### src/logic/fetch_pkg.sv
// instruction fetch unit, shared definitions
// word and address widths, reset constants and
// the output stage state encoding

package fetch_pkg;

    //////////////////////////////
    // widths
    //////////////////////////////

    // data and address width
    localparam int XLEN = 32;

    // instruction word as read from memory
    typedef logic [XLEN-1:0] word_t;

    // byte address, also used for the pc
    typedef logic [XLEN-1:0] addr_t;

    //////////////////////////////
    // constants
    //////////////////////////////

    // first fetch after reset
    localparam addr_t START_ADDR = '0;

    // byte distance between sequential instructions
    localparam addr_t INSTR_STEP = addr_t'(4);

    // addi x0, x0, 0
    localparam word_t NOP_INSTR = 32'h0000_0013;

    // output stage: waiting on new target or streaming
    typedef enum logic {
        OUT_REDIRECT,
        OUT_STREAM
    } out_state_e;

endpackage

### src/logic/fetch_pc_gen.sv
// fetch address generator
// picks the redirect target, holds or advances the fetch
// address and tracks which memory answers are still wanted

`timescale 1ns/1ps

module fetch_pc_gen
    import fetch_pkg::*;
(
    input  logic  clk,
    input  logic  reset_n,
    input  logic  enable_i,
    input  logic  jump_i,
    input  addr_t jump_target_i,
    input  logic  ctx_switch_i,
    input  addr_t ctx_switch_target_i,
    input  logic  busy_i,
    input  logic  full_i,
    output addr_t instruction_address_o,
    output logic  redirect_o,
    output addr_t redirect_addr_o,
    output logic  fetch_valid_o
);

    logic  redirect;
    logic  issue;
    logic  req_r;
    addr_t fetch_addr;

    //////////////////////////////
    // redirect select
    //////////////////////////////

    assign redirect = jump_i || ctx_switch_i;

    // context switch wins over a jump in the same cycle
    assign redirect_addr_o = ctx_switch_i ? ctx_switch_target_i : jump_target_i;
    assign redirect_o      = redirect;

    //////////////////////////////
    // request issue
    //////////////////////////////

    // answer of last cycle's request, dropped on redirect
    assign fetch_valid_o = req_r && !redirect;

    // memory free, no redirect, and room for the answer
    // room means decode takes a word now, or the buffer is
    // empty and nothing is landing in it this cycle
    assign issue = !busy_i && !redirect
                && (enable_i || (!full_i && !fetch_valid_o));

    always_ff @(posedge clk or negedge reset_n) begin
        if (!reset_n) begin
            fetch_addr <= START_ADDR;
            req_r      <= 1'b0;
        end else begin
            // a redirect cycle never issues
            req_r <= issue;
            if (redirect) begin
                fetch_addr <= redirect_addr_o;
            end else if (issue) begin
                fetch_addr <= fetch_addr + INSTR_STEP;
            end
        end
    end

    // held while busy_i or while no request goes out
    assign instruction_address_o = fetch_addr;

    //////////////////////////////
    // checks
    //////////////////////////////

    // first cycle out of reset: redirect inputs defined, target known if used
    assert property (@(posedge clk)
        $rose(reset_n) |-> !$isunknown({jump_i, ctx_switch_i})
                           && (!redirect || !$isunknown(redirect_addr_o)))
        else $error("redirect after reset release without a known target");

    // targets from execute must keep the fetch address on a word
    assert property (@(posedge clk) disable iff (!reset_n)
        instruction_address_o[1:0] == 2'b00)
        else $error("fetch address not word aligned: %h", instruction_address_o);

endmodule

### src/logic/fetch_ibuf.sv
// one-entry instruction buffer
// catches a fetched word while decode stalls and offers it
// ahead of the word coming from memory

`timescale 1ns/1ps

module fetch_ibuf
    import fetch_pkg::*;
(
    input  logic  clk,
    input  logic  reset_n,
    input  logic  enable_i,
    input  logic  redirect_i,
    input  logic  fetch_valid_i,
    input  word_t instruction_data_i,
    output logic  full_o,
    output logic  avail_o,
    output word_t word_o
);

    logic  buf_valid;
    word_t buf_word;
    logic  accept;
    logic  store;

    // a word is on offer from the buffer or straight from memory
    assign avail_o = buf_valid || fetch_valid_i;
    assign word_o  = buf_valid ? buf_word : instruction_data_i;
    assign full_o  = buf_valid;

    // decode takes the offered word
    assign accept = enable_i && avail_o;

    // incoming word with nobody to take it
    assign store = fetch_valid_i && !accept && !redirect_i;

    //////////////////////////////
    // holding register
    //////////////////////////////

    always_ff @(posedge clk or negedge reset_n) begin
        if (!reset_n) begin
            buf_valid <= 1'b0;
        end else if (redirect_i || accept) begin
            // old stream gone, or the held word went to decode
            buf_valid <= 1'b0;
        end else if (store) begin
            buf_valid <= 1'b1;
        end
    end

    // payload only, qualified by buf_valid
    always_ff @(posedge clk) begin
        if (store) begin
            buf_word <= instruction_data_i;
        end
    end

    // request gating in the address generator must keep this from overflowing
    assert property (@(posedge clk) disable iff (!reset_n)
        full_o && !accept |-> !fetch_valid_i)
        else $error("instruction buffer overflow, word arrived while full");

endmodule

### src/logic/fetch_out.sv
// fetch output stage
// registers the instruction, its pc and the valid flag for
// decode, and tracks when a redirect has been delivered

`timescale 1ns/1ps

module fetch_out
    import fetch_pkg::*;
(
    input  logic  clk,
    input  logic  reset_n,
    input  logic  enable_i,
    input  logic  redirect_i,
    input  addr_t redirect_addr_i,
    input  logic  avail_i,
    input  word_t word_i,
    output addr_t pc_o,
    output word_t instruction_o,
    output logic  valid_o,
    output logic  jumping_o
);

    out_state_e state;
    addr_t      pending_pc;
    logic       accept;

    // word handed to decode at this edge
    // a redirect in the same cycle overrides it
    assign accept = enable_i && avail_i && !redirect_i;

    //////////////////////////////
    // jump tracking
    //////////////////////////////

    // reset behaves as a redirect to START_ADDR
    always_ff @(posedge clk or negedge reset_n) begin
        if (!reset_n) begin
            state <= OUT_REDIRECT;
        end else if (redirect_i) begin
            state <= OUT_REDIRECT;
        end else if (accept) begin
            state <= OUT_STREAM;
        end
    end

    // target kept until its first word shows up
    always_ff @(posedge clk or negedge reset_n) begin
        if (!reset_n) begin
            pending_pc <= START_ADDR;
        end else if (redirect_i) begin
            pending_pc <= redirect_addr_i;
        end
    end

    assign jumping_o = (state == OUT_REDIRECT);

    //////////////////////////////
    // output registers
    //////////////////////////////

    always_ff @(posedge clk or negedge reset_n) begin
        if (!reset_n) begin
            valid_o <= 1'b0;
        end else if (redirect_i) begin
            valid_o <= 1'b0;
        end else if (accept) begin
            valid_o <= 1'b1;
        end else if (enable_i) begin
            // decode moved on and nothing was there
            valid_o <= 1'b0;
        end
    end

    always_ff @(posedge clk or negedge reset_n) begin
        if (!reset_n) begin
            instruction_o <= NOP_INSTR;
            pc_o          <= START_ADDR;
        end else if (accept) begin
            instruction_o <= word_i;
            // first word after redirect carries the target
            pc_o <= (state == OUT_REDIRECT) ? pending_pc : pc_o + INSTR_STEP;
        end
    end

    // squashed stream must not leak to decode
    // nothing may be on offer in the cycle after a redirect
    assert property (@(posedge clk) disable iff (!reset_n)
        redirect_i |=> !valid_o && !avail_i)
        else $error("valid_o raised or stale word offered across a redirect");

endmodule

### src/logic/fetch_top.sv
// instruction fetch unit, top level
// address generator and buffer side by side, feeding the
// output stage toward decode

`timescale 1ns/1ps

module fetch_top
    import fetch_pkg::*;
(
    input  logic  clk,
    input  logic  reset_n,
    input  logic  enable_i,
    input  logic  jump_i,
    input  addr_t jump_target_i,
    input  logic  ctx_switch_i,
    input  addr_t ctx_switch_target_i,
    input  logic  busy_i,
    input  word_t instruction_data_i,
    output addr_t instruction_address_o,
    output addr_t pc_o,
    output word_t instruction_o,
    output logic  valid_o,
    output logic  jumping_o
);

    // between the three blocks
    logic  redirect;
    addr_t redirect_addr;
    logic  fetch_valid;
    logic  full;
    logic  avail;
    word_t word;

    //////////////////////////////
    // memory side
    //////////////////////////////

    fetch_pc_gen u_pc_gen (
        .clk                   (clk),
        .reset_n               (reset_n),
        .enable_i              (enable_i),
        .jump_i                (jump_i),
        .jump_target_i         (jump_target_i),
        .ctx_switch_i          (ctx_switch_i),
        .ctx_switch_target_i   (ctx_switch_target_i),
        .busy_i                (busy_i),
        .full_i                (full),
        .instruction_address_o (instruction_address_o),
        .redirect_o            (redirect),
        .redirect_addr_o       (redirect_addr),
        .fetch_valid_o         (fetch_valid)
    );

    fetch_ibuf u_ibuf (
        .clk                (clk),
        .reset_n            (reset_n),
        .enable_i           (enable_i),
        .redirect_i         (redirect),
        .fetch_valid_i      (fetch_valid),
        .instruction_data_i (instruction_data_i),
        .full_o             (full),
        .avail_o            (avail),
        .word_o             (word)
    );

    //////////////////////////////
    // decode side
    //////////////////////////////

    fetch_out u_out (
        .clk             (clk),
        .reset_n         (reset_n),
        .enable_i        (enable_i),
        .redirect_i      (redirect),
        .redirect_addr_i (redirect_addr),
        .avail_i         (avail),
        .word_i          (word),
        .pc_o            (pc_o),
        .instruction_o   (instruction_o),
        .valid_o         (valid_o),
        .jumping_o       (jumping_o)
    );

endmodule

### config.mk
export PLATFORM = sky130hd
export DESIGN_NAME = fetch_top
export DESIGN_NICKNAME = d
export VERILOG_FILES = /design/src/logic/fetch_pkg.sv /design/src/logic/fetch_pc_gen.sv /design/src/logic/fetch_ibuf.sv /design/src/logic/fetch_out.sv /design/src/logic/fetch_top.sv
export SDC_FILE = /design/constraint.sdc
export NUM_CORES = 1
export LEC_CHECK = 0
export BUFFER_PORTS_ARGS = -buffer_cell sky130_fd_sc_hd__buf_2
export CORE_MARGIN = 8
export CORE_UTILIZATION = 55
export DETAILED_ROUTE_END_ITERATION = 8
export PLACE_DENSITY = 0.79
export SLEW_MARGIN = 15
export SYNTH_ARGS = -nofsm -noshare
export SYNTH_HDL_FRONTEND = slang
export SYNTH_SLANG_ARGS = --single-unit
### constraint.sdc
create_clock -name clk -period 3.5 [get_ports clk]
set_clock_uncertainty 0.15 [all_clocks]
set_input_delay 0.525 -clock clk [delete_from_list [all_inputs] [get_ports clk]]
set_output_delay 0.525 -clock clk [all_outputs]
set_load 0.02 [all_outputs]
## Word-level counts from Yosys, hierarchy flattened

Index checks and enable logic that the tools add are counted.

| cells by class | value |
|---|---|
| reductions and logical operators | 21 |
| bitwise logic cells | 1 |
| muxes and demuxes | 12 |
| $add $sub $neg | 2 |

Operators with widths:

| cell | count |
|---|---|
| $mux W32 | 5 |
| $add A32 B3 Y32 const B | 2 |
| $logic_and A1 B1 Y1 | 8 |
| $mux W1 | 7 |
| $reduce_bool A2 Y1 | 3 |
| $logic_not A1 Y1 | 5 |
| $logic_or A1 B1 Y1 | 4 |
| $reduce_bool A3 Y1 | 1 |
| $not A1 Y1 | 1 |

| word-level totals | value |
|---|---|
| input bits | 102 |
| output and inout bits | 98 |
| logic and storage cells | 45 |
| register bits | 164 |

## Longest topological paths before layout

Gate-level depths: netlist (run 1).

| depth | value |
|---|---|
| depth in word-level cells | 10 |
| gate-level depth with buffers | 9 |
| gate-level depth less buffers | 6 |

## By module

From an unflattened synthesis (run 1), not the netlist that was laid out.

| second synthesis, totals | value |
|---|---|
| cells, all modules | 757 |
| area, all modules | 8182.8 sq um |

Modules (own cells, without submodules):

| module | sequential area each (sq um) | area each (sq um) | instances | cells each |
|---|---|---|---|---|
| fetch_out | 2456.1 | 4406.7 | 1 | 440 |
| fetch_pc_gen | 825.8 | 2224.6 | 1 | 245 |
| fetch_ibuf | 985.9 | 1551.5 | 1 | 72 |

## Least setup slack after synthesis (run 1)

OpenSTA, ideal clock, no wires.

| path | value |
|---|---|
| path kind | input to register |
| start point | in jump_i |
| end point | reg u_ibuf.buf_word[0], enable pin |
| path slack | 0.725 ns |
| library setup time | 0.392 ns |
| stages | 6 |
| arrival | 2.233 ns |
| required time | 2.958 ns |
| buffers on the path | 3 |
| cells stage by stage | clkbuf_1 or2_2 clkbuf_1 clkbuf_1 nor2_1 and2_1 |

| on the way | value |
|---|---|
| word-level cells in the longest chain between the ends | 8 |

Ends and longest elaborated chain:

| element | RTL line | text |
|---|---|---|
| from (decl) | fetch_top.sv:13 | `input logic jump_i,` |
| $logic_or A1 B1 Y1 * | fetch_pc_gen.sv:34 | `assign redirect = jump_i \|\| ctx_switch_i;` |
| $logic_not A1 Y1 * | fetch_pc_gen.sv:45, fetch_ibuf.sv:35 |  |
| $logic_and A1 B1 Y1 | fetch_pc_gen.sv:45 | `assign fetch_valid_o = req_r && !redirect;` |
| $logic_or A1 B1 Y1 | fetch_ibuf.sv:27 | `assign avail_o = buf_valid \|\| fetch_valid_i;` |
| $logic_and A1 B1 Y1 | fetch_ibuf.sv:32 | `assign accept = enable_i && avail_o;` |
| $logic_not A1 Y1 | fetch_ibuf.sv:35 | `assign store = fetch_valid_i && !accept && !redirect_i;` |
| $logic_and A1 B1 Y1 | fetch_ibuf.sv:35 |  |
| $logic_and A1 B1 Y1 * | fetch_ibuf.sv:35 |  |
| via u_ibuf.store | fetch_ibuf.sv:24 | `logic store;` |
| to (signal assigned) | fetch_ibuf.sv:55 | `buf_word <= instruction_data_i;` |
| to (decl) | fetch_ibuf.sv:22 | `word_t buf_word;` |

Mark *: on every way through the listed nets, which the timed path passes. The rest lies on a longest branch.
A chain may end at the register's enable or synchronous reset.

## Worst setup path after layout (run 1)

| path | value |
|---|---|
| start point | reg u_out.pc_o[10] |
| end point | reg u_out.pc_o[23] |

| on the way | value |
|---|---|
| word-level cells in the longest chain between the ends | 2 |

Ends and longest elaborated chain:

| element | RTL line | text |
|---|---|---|
| from (decl) | fetch_out.sv:17 | `output addr_t pc_o,` |
| from (signal assigned) | fetch_out.sv:81 | `pc_o <= (state == OUT_REDIRECT) ? pending_pc : pc_o + INSTR_STEP;` |
| $add A32 B3 Y32 | fetch_out.sv:81 |  |
| $mux W32 | fetch_out.sv:81 |  |

No other way between the ends.

==> metrics.md, run 1 <==
| Metric | Value |
|---|---|
| Clock slew at reported path FFs | `roughly 70 ps` |
| Via count | `7347` |
| Post-DR wirelength/cell | `19.05 um` |
| Post-synth top cells | `129 x dfrtp_1, 126 x nand2_1, 83 x o21ai_0` |
| Top-count cell post-synth | `dfrtp_1` |
| Syn Area/Cell | `9.608 um^2` |
| RSZ-0062 raised after global routing | `no` |
| Post-synth EDFFs | `32` |
| Area after DPL | `9211 um^2` |
| Status | `finished, final reports clean` |
| Kind of critical path | `register to register` |
| H-tree depth | `4` |
| CP Data Required Time | `3650 ps` |
| Ys async rst share | `80.49%` |
| Leak pwr | `between 4 and 5 nW` |
| IO Port Bufs | `between 150 and 200` |
| Largest net degree at the start of global routing | `63` |
| Syn Inst Count | `839` |
| Post-detail-place hpwl | `17.01 mm` |
| Clk buf depth | `2` |
| Maximum vdd drop | `~350 uV` |
| Max_cap viols | `0` |
| Synth Cell Area | `between 8000 and 9000 um^2` |
| Critical path arrival | `2700 ps` |
| Final Instance Area | `9792 um^2` |
| GR Overflow Total | `0` |
| Min-delay worst type | `primary input to register` |
| Register area share after synthesis | `a little over half` |
| Total GRT Usage | `about 25%` |
| FP Rows | `44` |
| CP Cell Sequence | `nand4_2 > or4_1 > or4_4 > mux2i_1 > a221o_1` |
| Io pins | `200` |
| CTS tree | `built` |
| Sink Count | `approximately 160` |
| CP peak stage delay | `approximately 670 ps` |
| CTS Buf Count | `17` |
| Max Clk Rate | `392.0 MHz` |
| Final setup TNS | `0 ps` |
| Clk root buf | `clkbuf_16` |
| Share of the synthesized area in the top cell type | `40.04%` |
| Ranking of synthesized cells by area | `dfrtp_1 40%, edfxtp_1 12%, mux2i_1 7.1%` |
| Core Area | `14420 um^2` |
| Tmin final | `2551 ps` |
| Worst slew margin | `a little under 40%` |
| Ys Warns | `0` |
| Max Transition Viols Final | `0` |
| DRC viols | `0` |
| Vias per cell | `between 6 and 7` |
| Layout cells sized above 1 | `25.29%` |
| Crit. End Element | `register` |
| Synth Flop Type | `dfrtp_1` |
| Pre-CTS setup slack | `993.0 ps` |
| Final worst setup slack | `949.1 ps` |
| #FFs+latches synth | `164` |
| Post-synth net total | `roughly 940` |
| Antenna viol nets, final | `0` |
| RD Place Congestion | `0.9274` |
| WL final | `23.24 mm` |
| Die Span Y | `137.1 um` |
| Final Cycle Share | `about 73%` |
| Vias in the first global route | `7077` |
| Post-synth top area cell | `dfrtp_1` |
| Die Area | `~19000 um^2` |
| Starting Density | `55.89%` |
| Initial antenna violation count | `1` |
| Layout Nets | `roughly 1100` |
| First-pass detailed-route iteration total | `5` |
| Worst skew pair latency | `420 ps` |
| First-pass GRT wire length | `approximately 37 mm` |
| Slowest cell on crit path | `or4_1` |
| Endpoints failing setup | `0` |
| P per Cell Area | `554.7 nW/um^2` |
| Startpoint types | `register` |
| Iter 0 DRT Violations | `590` |
| Yosys cell types | `slightly below 60` |
| Die Wd | `137.1 um` |
| # Post-CTS Setup Buffers | `0` |
| CP max FO | `8` |
| Final hold violations | `0` |
| Worst-margin pin slew | `around 900 ps` |
| Syn-to-layout area delta | `21.47%` |
-- what timing repair did --
action / in CTS / in global routing
hold buffers: 1 / 0
hold endpoints to repair: 55 / 0
resized for setup: 0 / 0
-- cell usage in the layout, fill, tap and decap left out, drive strengths merged, types with 15 or more instances in the layout --
master | Yosys | layout
nand4 | 21 | 21
inv | 12 | 16
o21ai | 84 | 84
dfrtp | 129 | 129
mux2i | 57 | 57
nand2 | 126 | 126
nor2 | 49 | 49
nand3 | 28 | 28
a21oi | 68 | 68
and3 | 15 | 15
nand2b | 16 | 16
buf | 11 | 212
clkbuf | 41 | 20
edfxtp | 32 | 32
-- metal layers --
metal  track usage, %  part of all wire [%]  vias to the layer above
met5                0                     0                        -
met4            8.208                   1.8                        0
met3            7.416                   9.6                       30
met2            38.14                    46                      330
met1            33.11                    42                     3552
li1                 -                     -                     3435
-- registers in the layout, summed over array words and instances (netlist names) --
signal	flops
u_out.instruction_o	32
u_ibuf.full_o	1
u_out.state	1
u_ibuf.buf_word	32
u_out.pending_pc	32
u_out.pc_o	32
u_out.valid_o	1
u_pc_gen.req_r	1
u_pc_gen.instruction_address_o	32
-- kinds of logic after synthesis --
kind of cell	after synthesis	synth area share [%]
xor gates and xnor gates	8	0.8692
adders and majority gates	2	0.3104
buffers and inverters	64	2.995
and+or+nand+nor	317	19.04
AOI/OAI and AO/OA	225	16.48
muxes	59	7.357
DFF	164	52.94
-- worst max-delay path, delay by kind of cell, from the launching register on --
family,cells,cell delay [ps]
mux,1,150
compound gates,1,270
flops,1,490
simple gates,3,1370
-- cell type report --
cell class | count | area [um^2]
fill | 1151 | 4632
clock inverter | 12 | 123.9
antenna | 4 | 10.01
inverter | 12 | 45.04
multi-input combinational | 611 | 3555
clock buffer | 20 | 436.7
timing repair buffer | 213 | 1122
sequential | 164 | 4269
tap | 184 | 230.2
-- report_power, final --
group / switching (mW) / internal (mW) / total, mW
logic: 0.722 / 0.423 / 1.14
clock network: 0.780 / 0.995 / 1.78
registers: 0.302 / 2.21 / 2.51
total: 1.80 / 3.63 / 5.43
-- metrics by stage --
stage / util (%) / total power, mW / instances / hold slack, ps
finish: 67.89 / 5.432 / 1220 / 144.8
global route: 67.83 / 5.676 / 1217 / 130.9
CTS: 67.82 / 5.455 / 1216 / 133.0
detailed placement: 63.86 / 3.685 / 1183 / 309.1
global placement: 63.86 / 3.653 / 1183 / 306.1
floorplan: - / 3.155 / 839 / 79.41
-- final timing paths --
| kind | start | endpoint | slack (ps) | cells past startpoint |
|---|---|---|---|---|
| worst min-delay path | instruction_data_i[20] | u_ibuf.buf_word[20] | 140 | 1 |
| min in group asynchronous | reset_n | u_pc_gen.instruction_address_o[26] | 490 | 2 |
| worst max-delay path | u_out.pc_o[10] | u_out.pc_o[23] | 950 | 5 |
| worst max register to register | u_out.pc_o[10] | u_out.pc_o[23] | 950 | 5 |
| worst min register to register | u_out.instruction_o[17] | u_out.instruction_o[17] | 320 | 2 |
| max in group asynchronous | reset_n | u_out.instruction_o[4] | 1880 | 3 |
No activity file was read; power rests on OpenSTA's default activity.
==> run 2, diff against run 1 <==
ABC_AREA = 1   (was default)
CORE_UTILIZATION = 54   (was 55)
PLACE_DENSITY = 0.77   (was 0.79)
clock period = 2.5 ns   (was 3.5 ns; I/O delays follow)
==> metrics.md, run 2 <==
| Metric | Value |
|---|---|
| Kind of critical path | `register to register` |
| Synth Cell Area | `approximately 8500 um^2` |
| Iter 0 DRT Violations | `820` |
| RD Place Congestion | `0.9019` |
| Worst hold slack | `63.41 ps` |
| Initial antenna violation count | `0` |
| Yosys cell types | `38` |
| Crit. End Element | `register` |
| Total GRT Usage | `25.42%` |
| Layout cells sized above 1 | `19.93%` |
| Net Sw Frac | `approximately 32%` |
| Ys Warns | `0` |
| Top-count cell post-synth | `nand2_1` |
| Tmin final | `2142 ps` |
| CTS tree | `built` |
| Startpoint types | `register` |
| Critical path arrival | `~2400 ps` |
| Die Wd | `141.1 um` |
| IO Port Bufs | `199` |
| FP Rows | `45` |
| Clk buf depth | `2` |
| Comb power frac | `19.1%` |
| Vias in the first global route | `7808` |
| Via count | `8277` |
| Core Area | `15260 um^2` |
| GR Overflow Total | `0` |
| Clk root buf | `clkbuf_16` |
| Worst R2R Setup Slack | `around 360 ps` |
| Starting Density | `55.42%` |
| Max Transition Viols Final | `0` |
| Clock power frac | `a little over a third` |
| Min-delay worst type | `primary input to register` |
| Post-synth EDFFs | `32` |
| H-tree depth | `4` |
| Maximum vdd drop | `530.4 uV` |
| Die Span Y | `141.1 um` |
| Post-synth net total | `1211` |
| Post-detail-place hpwl | `between 15 and 20 mm` |
| Final setup TNS | `0 ps` |
| Worst skew pair latency | `440 ps` |
| Commonest cells after routing, fill and taps aside | `314 x nand2_1, 229 x nor2_1, 198 x buf_2` |
| Switching power | `2.409 mW` |
| Post-DR wirelength/cell | `16.19 um` |
| DRC viols | `0` |
| Worst-margin pin slew | `664.2 ps` |
| Post-CTS sizing | `0` |
| Final Cycle Share | `85.67%` |
| Syn-to-layout area delta | `25.49%` |
| Antenna viol nets, final | `0` |
| Sink Count | `164` |
| Endpoints failing setup | `0` |
| Leak pwr | `around 5 nW` |
| Syn Inst Count | `around 1100` |
| Filler cells | `about 1300` |
| Clock slew at reported path FFs | `70 ps` |
| Layout Nets | `1431` |
| Largest net degree at the start of global routing | `62` |
| CP max FO | `6` |
| Register share of total power | `around 44%` |
| Syn Area/Cell | `7.639 um^2` |
| Post-synth top area cell | `dfrtp_1` |
| Post-synth top cells | `314 x nand2_1, 230 x nor2_1, 129 x dfrtp_1` |
| Final hold violations | `0` |
| Vias per cell | `between 5 and 6` |
| Io pins | `200` |
| Ys async rst share | `80.49%` |
| Final worst setup slack | `roughly 360 ps` |
| First-pass GRT wire length | `a little over 40 mm` |
| CTS Buf Count | `17` |
| CP Data Required Time | `2710 ps` |
| Die Area | `~20000 um^2` |
| Status | `finished, final reports clean` |
| Share of the synthesized area in the top cell type | `38.17%` |
| Pre-CTS setup slack | `approximately 260 ps` |
| RSZ-0062 raised after global routing | `no` |
| Max_cap viols | `0` |
| Commonest non-fill, non-tap cell in the layout | `nand2_1` |
| Core Util, Final | `69.55%` |
| Register area share after synthesis | `50.47%` |
| Synth Flop Type | `dfrtp_1` |
| Ant diodes | `0` |
| Internal power | `about 5.1 mW` |
| Ranking of synthesized cells by area | `dfrtp_1 38%, nand2_1 14%, edfxtp_1 11%` |
| WL final | `25.12 mm` |
| P per Cell Area | `704.4 nW/um^2` |
| Max Clk Rate | `466.9 MHz` |
| #FFs+latches synth | `164` |
| Worst slew margin | `55.26%` |
| First-pass detailed-route iteration total | `6` |
-- run 2: power groups by stage --
| stage | Clock (mW) | Sequential (mW) | Combinational [mW] |
|---|---|---|---|
| floorplan | 0 | 3.57 | 0.557 |
| global placement | 0 | 3.34 | 1.36 |
| detailed placement | 0 | 3.35 | 1.39 |
| CTS | 2.77 | 3.30 | 1.43 |
| global route | 2.87 | 3.35 | 1.58 |
| finish | 2.74 | 3.31 | 1.43 |
-- run 2: path summary, 6_finish.rpt --
kind	startpoint	end	depth (start not counted)
max	u_pc_gen.instruction_address_o[3]	u_pc_gen.instruction_address_o[22]	9
min	ctx_switch_target_i[28]	u_out.pending_pc[28]	3
max reg2reg	u_pc_gen.instruction_address_o[3]	u_pc_gen.instruction_address_o[22]	9
min reg2reg	u_pc_gen.instruction_address_o[1]	u_pc_gen.instruction_address_o[1]	2
max in group asynchronous	reset_n	u_out.pending_pc[22]	3
min in group asynchronous	reset_n	u_out.instruction_o[25]	2
-- run 2: area by class of cell --
cell class	instances	area, um^2	area share, %
clock inverter	14	190.2	1.792
timing repair buffer	247	1508	14.21
multi-input combinational	817	3647	34.37
tap	211	264.0	2.488
inverter	80	306.5	2.888
clock buffer	18	429.2	4.044
sequential	164	4268	40.21
-- run 2: what timing repair did --
item	CTS	global route
setup buffers	0	0
hold buffers	33	0
hold endpoints to repair	80	0
-- run 2: worst max-delay path: stages, from the launching register on --
cell and delay (ps):
dfrtp_1 400, ha_1 190, nand2_1 90, nor2_1 270, nand2_1 180, nor2_1 400
nand2_1 110, nand2_1 80, nand3_1 60, a21oi_1 140
-- run 2: logic make-up (layout without fill, tap and decap cells) --
logic type	Yosys count	in the layout	synth area share, %
adder cells (fa/ha/maj)	2	2	0.2959
XOR/XNOR	6	6	0.6214
buffers and inverters	126	359	6.436
flip-flops	164	164	50.47
AND/OR/NAND/NOR	641	641	30.89
AO/OA/AOI/OAI	168	168	11.29
-- run 2: per-layer routing --
| metal | part of all wire (%) | global-route usage (%) | wire length (um) | up-vias |
|---|---|---|---|---|
| li1 | - | - | - | 4038 |
| met1 | 43 | 34.21 | 10890 | 3834 |
| met2 | 47 | 39.54 | 11780 | 356 |
| met3 | 7.5 | 5.537 | 1872 | 49 |
| met4 | 2.3 | 9.502 | 583 | 0 |
| met5 | 0 | 0 | 0 | - |
-- run 2: per-stage QoR --
step | power, mW | area [um^2] | instances
2_1_floorplan | 4.125 | 8459 | 1107
3_3_place_gp | 4.699 | 9663 | 1486
3_5_place_dp | 4.733 | 9663 | 1486
4_1_cts | 7.501 | 10610 | 1551
5_1_grt | 7.792 | 10610 | 1551
6_report | 7.475 | 10610 | 1551
